**config.mk**
```make
export PLATFORM = sky130hd
export DESIGN_NAME = flash_erase_top
export DESIGN_NICKNAME = d
export VERILOG_FILES = /design/src/source/flash_pkg.sv /design/src/source/erase_request_capture.sv /design/src/source/erase_sequencer.sv /design/src/source/spi_shift_engine.sv /design/src/source/flash_erase_top.sv
export SDC_FILE = /design/constraint.sdc
export NUM_CORES = 1
export LEC_CHECK = 0
export BUFFER_PORTS_ARGS = -buffer_cell sky130_fd_sc_hd__buf_2
export CAP_MARGIN = 20
export CORE_MARGIN = 2
export CORE_UTILIZATION = 40
export CTS_BUF_LIST = sky130_fd_sc_hd__clkbuf_8
export CTS_CLUSTER_DIAMETER = 40
export DETAILED_ROUTE_END_ITERATION = 10
export PLACE_DENSITY_LB_ADDON = 0.1
export SLEW_MARGIN = 20
export SYNTH_ARGS = -nofsm -noshare
export SYNTH_HDL_FRONTEND = slang
export SYNTH_SLANG_ARGS = --single-unit
```
**constraint.sdc**
```tcl
create_clock -name sys_clk -period 3.8 [get_ports sys_clk]
set_input_delay 0.57 -clock sys_clk [delete_from_list [all_inputs] [get_ports sys_clk]]
set_output_delay 0.57 -clock sys_clk [all_outputs]
set_load 0.005 [all_outputs]
```
**src/source/flash_pkg.sv**
```systemverilog
`default_nettype none

package flash_pkg;

    // Bus widths with a meaning of their own
    typedef logic [7:0]  spi_byte_t;    // One byte on the wire
    typedef logic [23:0] flash_addr_t;  // Flash byte address
    typedef logic [7:0]  sector_t;      // 64 KiB sector number
    typedef logic [5:0]  frame_bits_t;  // Bits in one frame, 0 to 32
    typedef logic [31:0] frame_word_t;  // Transmit word, MSB goes out first

    // Command opcodes
    localparam spi_byte_t CMD_WREN = 8'h06;  // Write Enable
    localparam spi_byte_t CMD_SE   = 8'hD8;  // Sector Erase
    localparam spi_byte_t CMD_RDSR = 8'h05;  // Read Status Register

    // Sector number to byte address
    localparam int unsigned SECTOR_SHIFT = 16;

    // Write in progress flag in the status byte
    localparam int unsigned WIP_BIT = 0;

    // Frame lengths in bits
    localparam frame_bits_t BITS_WREN = 6'd8;   // Opcode only
    localparam frame_bits_t BITS_SE   = 6'd32;  // Opcode and 24-bit address
    localparam frame_bits_t BITS_RDSR = 6'd16;  // Opcode and one status byte

endpackage

`default_nettype wire

```
**src/source/erase_request_capture.sv**
```systemverilog
`default_nettype none

module erase_request_capture (
    input  logic                    sys_clk,
    input  logic                    sys_rst_n,
    input  logic                    erase_start,
    input  flash_pkg::sector_t      sector,
    input  logic                    finish,
    output logic                    busy,
    output logic                    req,
    output flash_pkg::flash_addr_t  req_addr
);

    logic accept;

    // A strobe counts only while no erase is running
    assign accept = erase_start && !busy;

    always_ff @(posedge sys_clk or negedge sys_rst_n) begin
        if (!sys_rst_n) begin
            busy <= 1'b0;
            req  <= 1'b0;
        end else begin
            req <= accept;
            if (finish) begin
                busy <= 1'b0;   // Falls the cycle after done or fail
            end else if (accept) begin
                busy <= 1'b1;
            end
        end
    end

    // Held for the whole erase, later strobes cannot touch it
    always_ff @(posedge sys_clk) begin
        if (accept) begin
            req_addr <= flash_pkg::flash_addr_t'(sector) << flash_pkg::SECTOR_SHIFT;
        end
    end

endmodule

`default_nettype wire

```
**src/source/erase_sequencer.sv**
```systemverilog
`default_nettype none

module erase_sequencer #(
    parameter int HALF_CYCLES = 5,
    parameter int MAX_POLLS   = 200
) (
    input  logic                    sys_clk,
    input  logic                    sys_rst_n,
    input  logic                    req,
    input  flash_pkg::flash_addr_t  req_addr,
    input  logic                    frame_done,
    input  flash_pkg::spi_byte_t    rx_byte,
    output logic                    frame_start,
    output flash_pkg::frame_word_t  frame_word,
    output flash_pkg::frame_bits_t  frame_bits,
    output logic                    finish,
    output logic                    erase_done,
    output logic                    erase_fail
);

    localparam int GAP_W  = $clog2(2 * HALF_CYCLES + 1);
    localparam int POLL_W = $clog2(MAX_POLLS + 1);

    typedef enum logic [2:0] {
        S_IDLE,
        S_SEND_WREN,
        S_SEND_SE,
        S_SEND_RDSR,
        S_CHECK_STATUS,
        S_GAP
    } state_t;

    state_t             state;
    state_t             after_gap;      // Frame to send once the gap ends
    state_t             next_send;
    logic [GAP_W-1:0]   gap_cnt;
    logic [POLL_W-1:0]  poll_cnt;
    logic               gap_last;
    logic               frame_launch;
    logic               wip;

    function automatic flash_pkg::frame_word_t word_for(input state_t s,
                                                        input flash_pkg::flash_addr_t addr);
        flash_pkg::frame_word_t w;
        case (s)
            S_SEND_WREN: w = {flash_pkg::CMD_WREN, 24'h000000};
            S_SEND_SE:   w = {flash_pkg::CMD_SE, addr};
            default:     w = {flash_pkg::CMD_RDSR, 24'h000000};  // Dummy byte out
        endcase
        return w;
    endfunction

    function automatic flash_pkg::frame_bits_t bits_for(input state_t s);
        flash_pkg::frame_bits_t b;
        case (s)
            S_SEND_WREN: b = flash_pkg::BITS_WREN;
            S_SEND_SE:   b = flash_pkg::BITS_SE;
            default:     b = flash_pkg::BITS_RDSR;
        endcase
        return b;
    endfunction

    assign gap_last     = (gap_cnt == GAP_W'(2 * HALF_CYCLES - 1));
    assign frame_launch = ((state == S_IDLE) && req) || ((state == S_GAP) && gap_last);
    assign next_send    = (state == S_IDLE) ? S_SEND_WREN : after_gap;
    assign wip          = rx_byte[flash_pkg::WIP_BIT];

    always_ff @(posedge sys_clk or negedge sys_rst_n) begin
        if (!sys_rst_n) begin
            state       <= S_IDLE;
            after_gap   <= S_SEND_WREN;
            gap_cnt     <= '0;
            poll_cnt    <= '0;
            frame_start <= 1'b0;
            finish      <= 1'b0;
            erase_done  <= 1'b0;
            erase_fail  <= 1'b0;
        end else begin
            frame_start <= frame_launch;
            finish      <= 1'b0;
            erase_done  <= 1'b0;
            erase_fail  <= 1'b0;
            case (state)
                S_IDLE: begin
                    poll_cnt <= '0;
                    if (req) begin
                        state <= S_SEND_WREN;
                    end
                end
                S_SEND_WREN: begin
                    if (frame_done) begin
                        state     <= S_GAP;
                        after_gap <= S_SEND_SE;
                        gap_cnt   <= '0;
                    end
                end
                S_SEND_SE: begin
                    if (frame_done) begin
                        state     <= S_GAP;
                        after_gap <= S_SEND_RDSR;
                        gap_cnt   <= '0;
                    end
                end
                S_SEND_RDSR: begin
                    if (frame_done) begin
                        state    <= S_CHECK_STATUS;
                        poll_cnt <= poll_cnt + 1'b1;
                    end
                end
                S_CHECK_STATUS: begin
                    if (!wip) begin
                        state      <= S_IDLE;
                        erase_done <= 1'b1;
                        finish     <= 1'b1;
                    end else if (poll_cnt == POLL_W'(MAX_POLLS)) begin
                        state      <= S_IDLE;  // Flash still busy, give up
                        erase_fail <= 1'b1;
                        finish     <= 1'b1;
                    end else begin
                        state     <= S_GAP;
                        after_gap <= S_SEND_RDSR;
                        gap_cnt   <= '0;
                    end
                end
                S_GAP: begin
                    gap_cnt <= gap_cnt + 1'b1;
                    if (gap_last) begin
                        state <= after_gap;
                    end
                end
                default: state <= S_IDLE;
            endcase
        end
    end

    // Frame contents stay put until the engine reports done
    always_ff @(posedge sys_clk) begin
        if (frame_launch) begin
            frame_word <= word_for(next_send, req_addr);
            frame_bits <= bits_for(next_send);
        end
    end

endmodule

`default_nettype wire

```
**src/source/spi_shift_engine.sv**
```systemverilog
`default_nettype none

module spi_shift_engine #(
    parameter int HALF_CYCLES = 5
) (
    input  logic                    sys_clk,
    input  logic                    sys_rst_n,
    input  logic                    frame_start,
    input  flash_pkg::frame_word_t  frame_word,
    input  flash_pkg::frame_bits_t  frame_bits,
    input  logic                    spi_miso,
    output logic                    spi_sck,
    output logic                    spi_cs_n,
    output logic                    spi_mosi,
    output logic                    frame_done,
    output flash_pkg::spi_byte_t    rx_byte
);

    localparam int DIV_W = (HALF_CYCLES > 1) ? $clog2(HALF_CYCLES) : 1;

    typedef enum logic [1:0] {
        E_IDLE,
        E_SHIFT,
        E_CLOSE,
        E_END
    } state_t;

    state_t                  state;
    logic [DIV_W-1:0]        div_cnt;   // Position inside one SCK half period
    flash_pkg::frame_bits_t  bit_cnt;
    flash_pkg::frame_word_t  shift_reg;
    logic                    half_end;
    logic                    last_bit;
    logic                    rise;
    logic                    fall;

    assign half_end = (div_cnt == DIV_W'(HALF_CYCLES - 1));
    assign last_bit = (flash_pkg::frame_bits_t'(bit_cnt + 1'b1) == frame_bits);
    assign rise     = (state == E_SHIFT) && half_end && !spi_sck;
    assign fall     = (state == E_SHIFT) && half_end && spi_sck;

    always_ff @(posedge sys_clk or negedge sys_rst_n) begin
        if (!sys_rst_n) begin
            state      <= E_IDLE;
            div_cnt    <= '0;
            bit_cnt    <= '0;
            spi_sck    <= 1'b0;
            spi_cs_n   <= 1'b1;
            spi_mosi   <= 1'b0;
            frame_done <= 1'b0;
        end else begin
            frame_done <= 1'b0;
            case (state)
                E_IDLE: begin
                    if (frame_start) begin
                        state    <= E_SHIFT;
                        spi_cs_n <= 1'b0;
                        spi_sck  <= 1'b0;
                        spi_mosi <= frame_word[31];  // First bit with cs_n
                        div_cnt  <= '0;
                        bit_cnt  <= '0;
                    end
                end
                E_SHIFT: begin
                    if (half_end) begin
                        div_cnt <= '0;
                    end else begin
                        div_cnt <= div_cnt + 1'b1;
                    end
                    if (rise) begin
                        spi_sck <= 1'b1;
                    end else if (fall) begin
                        spi_sck <= 1'b0;
                        if (last_bit) begin
                            state <= E_CLOSE;
                        end else begin
                            bit_cnt  <= bit_cnt + 1'b1;
                            spi_mosi <= shift_reg[30];  // Next bit after falling edge
                        end
                    end
                end
                E_CLOSE: begin
                    spi_cs_n <= 1'b1;
                    spi_mosi <= 1'b0;
                    state    <= E_END;
                end
                E_END: begin
                    frame_done <= 1'b1;
                    state      <= E_IDLE;
                end
                default: state <= E_IDLE;
            endcase
        end
    end

    // Transmit and receive data paths
    always_ff @(posedge sys_clk) begin
        if ((state == E_IDLE) && frame_start) begin
            shift_reg <= frame_word;
        end else if (fall) begin
            shift_reg <= shift_reg << 1;
        end
        if (rise) begin
            rx_byte <= {rx_byte[6:0], spi_miso};  // Sample on rising SCK
        end
    end

endmodule

`default_nettype wire

```
**src/source/flash_erase_top.sv**
```systemverilog
`default_nettype none

module flash_erase_top #(
    parameter int HALF_CYCLES = 5,
    parameter int MAX_POLLS   = 200
) (
    input  logic                sys_clk,
    input  logic                sys_rst_n,
    input  logic                erase_start,
    input  flash_pkg::sector_t  sector,
    input  logic                spi_miso,
    output logic                busy,
    output logic                erase_done,
    output logic                erase_fail,
    output logic                spi_sck,
    output logic                spi_cs_n,
    output logic                spi_mosi
);

    logic                    req;
    flash_pkg::flash_addr_t  req_addr;
    logic                    finish;
    logic                    frame_start;
    flash_pkg::frame_word_t  frame_word;
    flash_pkg::frame_bits_t  frame_bits;
    logic                    frame_done;
    flash_pkg::spi_byte_t    rx_byte;

    erase_request_capture u_erase_request_capture (
        .sys_clk     (sys_clk),
        .sys_rst_n   (sys_rst_n),
        .erase_start (erase_start),
        .sector      (sector),
        .finish      (finish),
        .busy        (busy),
        .req         (req),
        .req_addr    (req_addr)
    );

    erase_sequencer #(
        .HALF_CYCLES (HALF_CYCLES),
        .MAX_POLLS   (MAX_POLLS)
    ) u_erase_sequencer (
        .sys_clk     (sys_clk),
        .sys_rst_n   (sys_rst_n),
        .req         (req),
        .req_addr    (req_addr),
        .frame_done  (frame_done),
        .rx_byte     (rx_byte),
        .frame_start (frame_start),
        .frame_word  (frame_word),
        .frame_bits  (frame_bits),
        .finish      (finish),
        .erase_done  (erase_done),
        .erase_fail  (erase_fail)
    );

    // SPI mode 0 pins
    spi_shift_engine #(
        .HALF_CYCLES (HALF_CYCLES)
    ) u_spi_shift_engine (
        .sys_clk     (sys_clk),
        .sys_rst_n   (sys_rst_n),
        .frame_start (frame_start),
        .frame_word  (frame_word),
        .frame_bits  (frame_bits),
        .spi_miso    (spi_miso),
        .spi_sck     (spi_sck),
        .spi_cs_n    (spi_cs_n),
        .spi_mosi    (spi_mosi),
        .frame_done  (frame_done),
        .rx_byte     (rx_byte)
    );

endmodule

`default_nettype wire

```
[Word level (Yosys, flattened, before mapping)]
Cells that the tools add are included.
Storage, ports and cells
  flip-flop bits (word level): 117
  input bits: 12
  logic and storage cells: 141
Operators by class
  add/subtract/negate cells: 4
  equal/unequal tests: 28
  multiplexer cells: 56
  reductions and logical operators: 31
Operators by type and width (count)
  one-hot mux 32 bit (2 select lines): 1
  2-to-1 mux 31 bit: 2
  2-to-1 mux 3 bit: 13
  2-to-1 mux 6 bit: 4
  one-hot mux 6 bit (2 select lines): 2
  2-to-1 mux 1 bit: 17
  inequality test 2 x 1 -> 1 bit, second input constant: 8
  one-hot mux 8 bit (2 select lines): 1
  one-hot mux 3 bit (5 select lines): 1
  AND reduction 5 bit: 3
  2-to-1 mux 4 bit: 3
  one-hot mux 4 bit (3 select lines): 1
  AND reduction 4 bit: 3
  inequality test 2 bit, second input constant: 5
  nonzero test 2 bit: 5
  equality test 3 x 2 -> 1 bit, second input constant: 3
  equality test 3 bit, second input constant: 3
  one-hot mux 3 bit (3 select lines): 1
  nonzero test 3 bit: 3
  adder 8 x 1 -> 8 bit, second input constant: 1
  equality test 8 bit, second input constant: 1
  2-to-1 mux 2 bit: 4
  2-to-1 mux 8 bit: 1
  one-hot mux 2 bit (4 select lines): 1
  other kinds (20): 32

[Depth between registers and ports, before layout]
  depth after elaboration: 6
  mapped depth: 9
  depth with buffers taken out: 7

[By module]
Synthesis repeated with hierarchy kept, for this count alone.
Unflattened totals
  cells, all modules: 465
  area, all modules: 5572.8 µm²
Modules (own cells, without submodules)
  spi_shift_engine: times used 1, cells each 232, area an instance 2810.2 µm², sequential area each 1547.7 µm²
  erase_sequencer: times used 1, cells each 204, area an instance 2332.2 µm², sequential area each 1367.6 µm²
  erase_request_capture: times used 1, cells each 29, area an instance 430.4 µm², sequential area each 290.3 µm²

[Worst setup path before layout]
Ideal clock, no wire load.
  path type: flip-flop to flip-flop
  from: register u_erase_sequencer.state[1]
  to: register u_erase_sequencer.frame_word[16], enable pin
  arrival: 1.792 ns
  path slack: 1.608 ns
  cell stages (with the launch flop): 5
  period minus slack after synthesis: 2.192 ns
  path through: dfrtp_1 clkbuf_1 nor2b_1 nand2_1 o21ai_0
On the way
  cells in the longest elaborated chain, start to end: 3
Ends and longest elaborated chain
  start: declaration: line erase_sequencer.sv:33  | state_t state;
  start signal: assignment: line erase_sequencer.sv:128  | state <= after_gap;
  equality test 3 bit or logical NOT 3 bit (tied branches): line erase_sequencer.sv:64  | assign frame_launch = ((state == S_IDLE) && req) || ((state == S_GAP) && gap_last);
  logical AND 1 bit: line erase_sequencer.sv:64
  logical OR 1 bit *: line erase_sequencer.sv:64
  named net u_erase_sequencer.frame_launch: line erase_sequencer.sv:39  | logic frame_launch;
  end signal: assignment: line erase_sequencer.sv:139  | frame_word <= word_for(next_send, req_addr);
  end: declaration: line erase_sequencer.sv:14  | output flash_pkg::frame_word_t frame_word,
Mark *: on every way through the listed nets, which the timed path passes. The rest lies on a longest branch.
A chain may end at the register's enable or synchronous reset.

[Worst setup path in the final report]
  from: register u_spi_shift_engine.state[1]
  to: register u_spi_shift_engine.shift_reg[16], enable pin
On the way
  cells in the longest elaborated chain, start to end: 4
Ends and longest elaborated chain
  start: declaration: line spi_shift_engine.sv:28  | state_t state;
  start signal: assignment: line spi_shift_engine.sv:44  | state <= E_IDLE;
  start signal: assignment: line spi_shift_engine.sv:56  | state <= E_SHIFT;
  start signal: assignment: line spi_shift_engine.sv:75  | state <= E_CLOSE;
  equality test 2 x 1 -> 1 bit: line spi_shift_engine.sv:40  | assign fall = (state == E_SHIFT) && half_end && spi_sck;
  logical AND 1 bit (2 in series): line spi_shift_engine.sv:40
  nonzero test 2 bit (no source line) *
  end signal: assignment: line spi_shift_engine.sv:99  | shift_reg <= frame_word;
  end signal: assignment: line spi_shift_engine.sv:101  | shift_reg <= shift_reg << 1;
  end: declaration: line spi_shift_engine.sv:31  | flash_pkg::frame_word_t shift_reg;
Mark *: on every way between the ends. The rest lies on a longest branch, timed or not.

==> out/results.txt <==
Layout filler cell count -> 805
RR Endpoint -> u_spi_shift_engine.shift_reg[16]
PostCTS Resize Cnt -> 0
Setup violators final -> 0
FF-to-FF path depth -> 4
Detailed placement HPWL -> 4470 um
Maximum Capacitance Violations -> 0
Drt pass-1 iters -> 4
Die height -> 98.7 um
DR vias/cell -> 5.30
Initial Utilization -> 41.1%
Max-Slew Margin vs Limit -> 38.6%
Largest net degree at the start of global routing -> 39
Total Neg Setup Slack -> 0 ns
GPL Wtd Cong -> 0.826
Sequential share of power -> 45.3%
Hold WS -> 0.365 ns
Comb pwr share -> 29.1%
Gr ovfl total -> 0
Final Hold Fails -> 0
Critical path endpoint category -> flip-flop
Clk pin slew, worst setup/hold paths -> 0.08 ns
Achievable Freq -> 424 MHz
Clk buf depth -> 2
Number of global-route vias before repair -> 2406
Max Slew Vio Count -> 0
WS Path Type -> flip-flop to flip-flop
CTS root buf -> clkbuf_8
Worst setup path end -> u_spi_shift_engine.shift_reg[16]
Clk pwr share -> 25.7%
Hold_buf cts -> 0
Tmin final -> 2.36 ns
Final period util -> 62.1%
CP Cell Sequence -> inv_1 > ha_1 > nand2_1 > nand2_1
First-pass GRT wire length -> 11700 um
Overall Global Routing Usage -> 15.1%
FF-to-FF Start -> u_spi_shift_engine.state[1]
Internal -> 1.69 mW
Most area-hungry cell type in the Yosys netlist -> edfxtp_1
Drt total wl -> 6720 um
Switching Share -> 35.1%
Post-synthesis async set-or-reset flop share -> 51.4%
IO Pins -> 18
Final Skew -> 0.00878 ns
Later-pin clock latency in the skew report -> 0.35 ns
Least-Margin Pin Slew -> 0.921 ns
I/O Buffers -> 17
CP startpoint kind -> flip-flop
Worst Setup SP -> u_spi_shift_engine.state[1]
Placement row count -> 34
Initial antenna violation count -> 0
Cell Area, Synth -> 0.00358 mm2
VDD IR max -> 0.000314 V
Hold WC Path Type -> input port to async pin
Routed wl met3 -> 231 um
Share of post-route cells with drive strength above 1 -> 14.7%
Detail Route met2 WL -> 3090 um
Sw power -> 0.914 mW
Die Area -> 0.00973 mm2
Post-CTS setup buffers -> 0
Top sig layer -> met4
DRC -> 0
Post-synthesis cell count -> 317
Clk sinks -> 74
Area delta synth->final -> 11.1%
Syn avg cell area -> 11.3 um2
Synthesized Nets -> 343
Via count -> 2368
M1 WL -> 3270 um
Number of flops mapped to enable cells by yosys -> 36
Num CTS Buffers -> 9
Most used cell along the critical path -> nand2_1
Routed length per instance -> 15.0 um
FF+latch count, synth -> 74
Final #Nets -> 360
Most used DFF post-synth -> edfxtp_1
CTS tree -> done
Crit path DAT -> 2.34 ns
Unrepaired setup endpoints after global routing -> false
Synth cell types -> 53
First DRT Iteration DRCs -> 88
Sequential share of the synthesized area -> 56.8%
Post-route total power -> 2.61 mW
Die Wd -> 98.7 um
Critical Path RT -> 3.78 ns
Reg2Reg Setup Slack -> 1.44 ns
H-tree depth -> 3
Core Area -> 0.00872 mm2
Ant. Diodes -> 0
Number of flip-flops in the largest register -> 15
Crit-path slowest cell -> nand2_1
Maximum fanout along the worst path -> 16
Ys Warns -> 0
Most frequent cells in the layout -> dfrtp_1, edfxtp_1, nand2_1
Largest cells by area after synthesis -> edfxtp_1, dfrtp_1, ha_1, nand2_1, mux2_2
CP max stage delay -> 0.63 ns
Leakage power -> 1.63 nW
Antenna Nets Post-Route -> 0
Status -> complete, no violations
Pwr dens -> 655 mW/mm2
Share of the synthesized area in the top cell type -> 30.2%
==> worst max-delay path: cells and delay by family, from the launching register on <==
family                     cells  cell delay (ns)
and+or+nand+nor                2             1.08
DFF                            1             0.43
adders and majority gates      1             0.36
buffers and inverters          1             0.11
==> power groups by stage <==
stage               sequential [mW]  combinational [mW]  clock (mW)
floorplan                      1.12               0.628           0
CTS                            1.18               0.765       0.693
finish                         1.18               0.758       0.669
global route                   1.21               0.884       0.722
global placement               1.19               0.753           0
detailed placement             1.20               0.761           0
==> cell usage after synthesis, types with 4 or more instances <==
cell type  count
dfrtp_1       36
edfxtp_1      36
nand2_1       34
nor2_1        22
nand3_1       19
inv_1         15
ha_1          14
a21oi_1       12
and2_1        12
o21ai_0       11
clkbuf_1      10
mux2_2        10
xnor2_1        7
a21o_1         5
and3_1         5
nand2b_1       5
o211ai_1       5
xor2_1         5
nor3_1         4
==> kinds of logic (layout without fill, tap and decap cells) <==
family	count (synthesis)	count (layout)	synth area share (%)
compound gates	55	55	10.5
flops	74	74	56.8
mux	14	14	4.29
buf+inv	27	49	2.86
simple gates	120	120	17.1
xor+xnor	13	13	3.60
fa+ha+maj	14	14	4.89
==> layout make-up <==
class	count	area, um2	share of cell area, %
well taps	108	135	3.39
clock inverters	7	93.8	2.36
inverters	15	56.3	1.41
clock buffers	9	124	3.11
repair buffers	18	92.6	2.32
multi-input cells	216	1450	36.3
flip-flops and latches	74	2030	51.1
==> per-stage QoR <==
| stage | std cells | worst slack (ns) | area [um2] | util (%) |
|---|---|---|---|---|
| after detailed placement | 431 | 1.38 | 3770 | 43.2 |
| after global routing | 447 | 1.10 | 3980 | 45.7 |
| final | 447 | 1.44 | 3980 | 45.7 |
| after global placement | 431 | 1.47 | 3770 | 43.2 |
| after floorplan | 317 | 1.61 | 3580 | - |
| after CTS | 447 | 1.39 | 3980 | 45.7 |
==> routing by layer <==
| metal | global-route usage, % | vias to the layer above |
|---|---|---|
| met1 | 20.2 | 1150 |
| met2 | 23.2 | 40 |
| met4 | 5.58 | 0 |
| met5 | 0 | - |
| met3 | 4.89 | 12 |
| li1 | - | 1166 |
==> worst min-delay path by stage <==
stage | start | end | slack [ns] | cells past startpoint
3_3_place_gp | u_erase_sequencer.finish | u_erase_request_capture.busy | 0.38 | 1
2_1_floorplan | sys_rst_n | u_erase_request_capture.busy | 0.27 | 0
4_1_cts | sys_rst_n | u_spi_shift_engine.spi_mosi | 0.38 | 1
5_1_grt | sector[5] | u_erase_request_capture.req_addr[21] | 0.37 | 1
3_5_place_dp | u_erase_sequencer.finish | u_erase_request_capture.busy | 0.38 | 1
6_report | sys_rst_n | u_spi_shift_engine.spi_mosi | 0.37 | 1
Power figures use the tool's default switching activity.
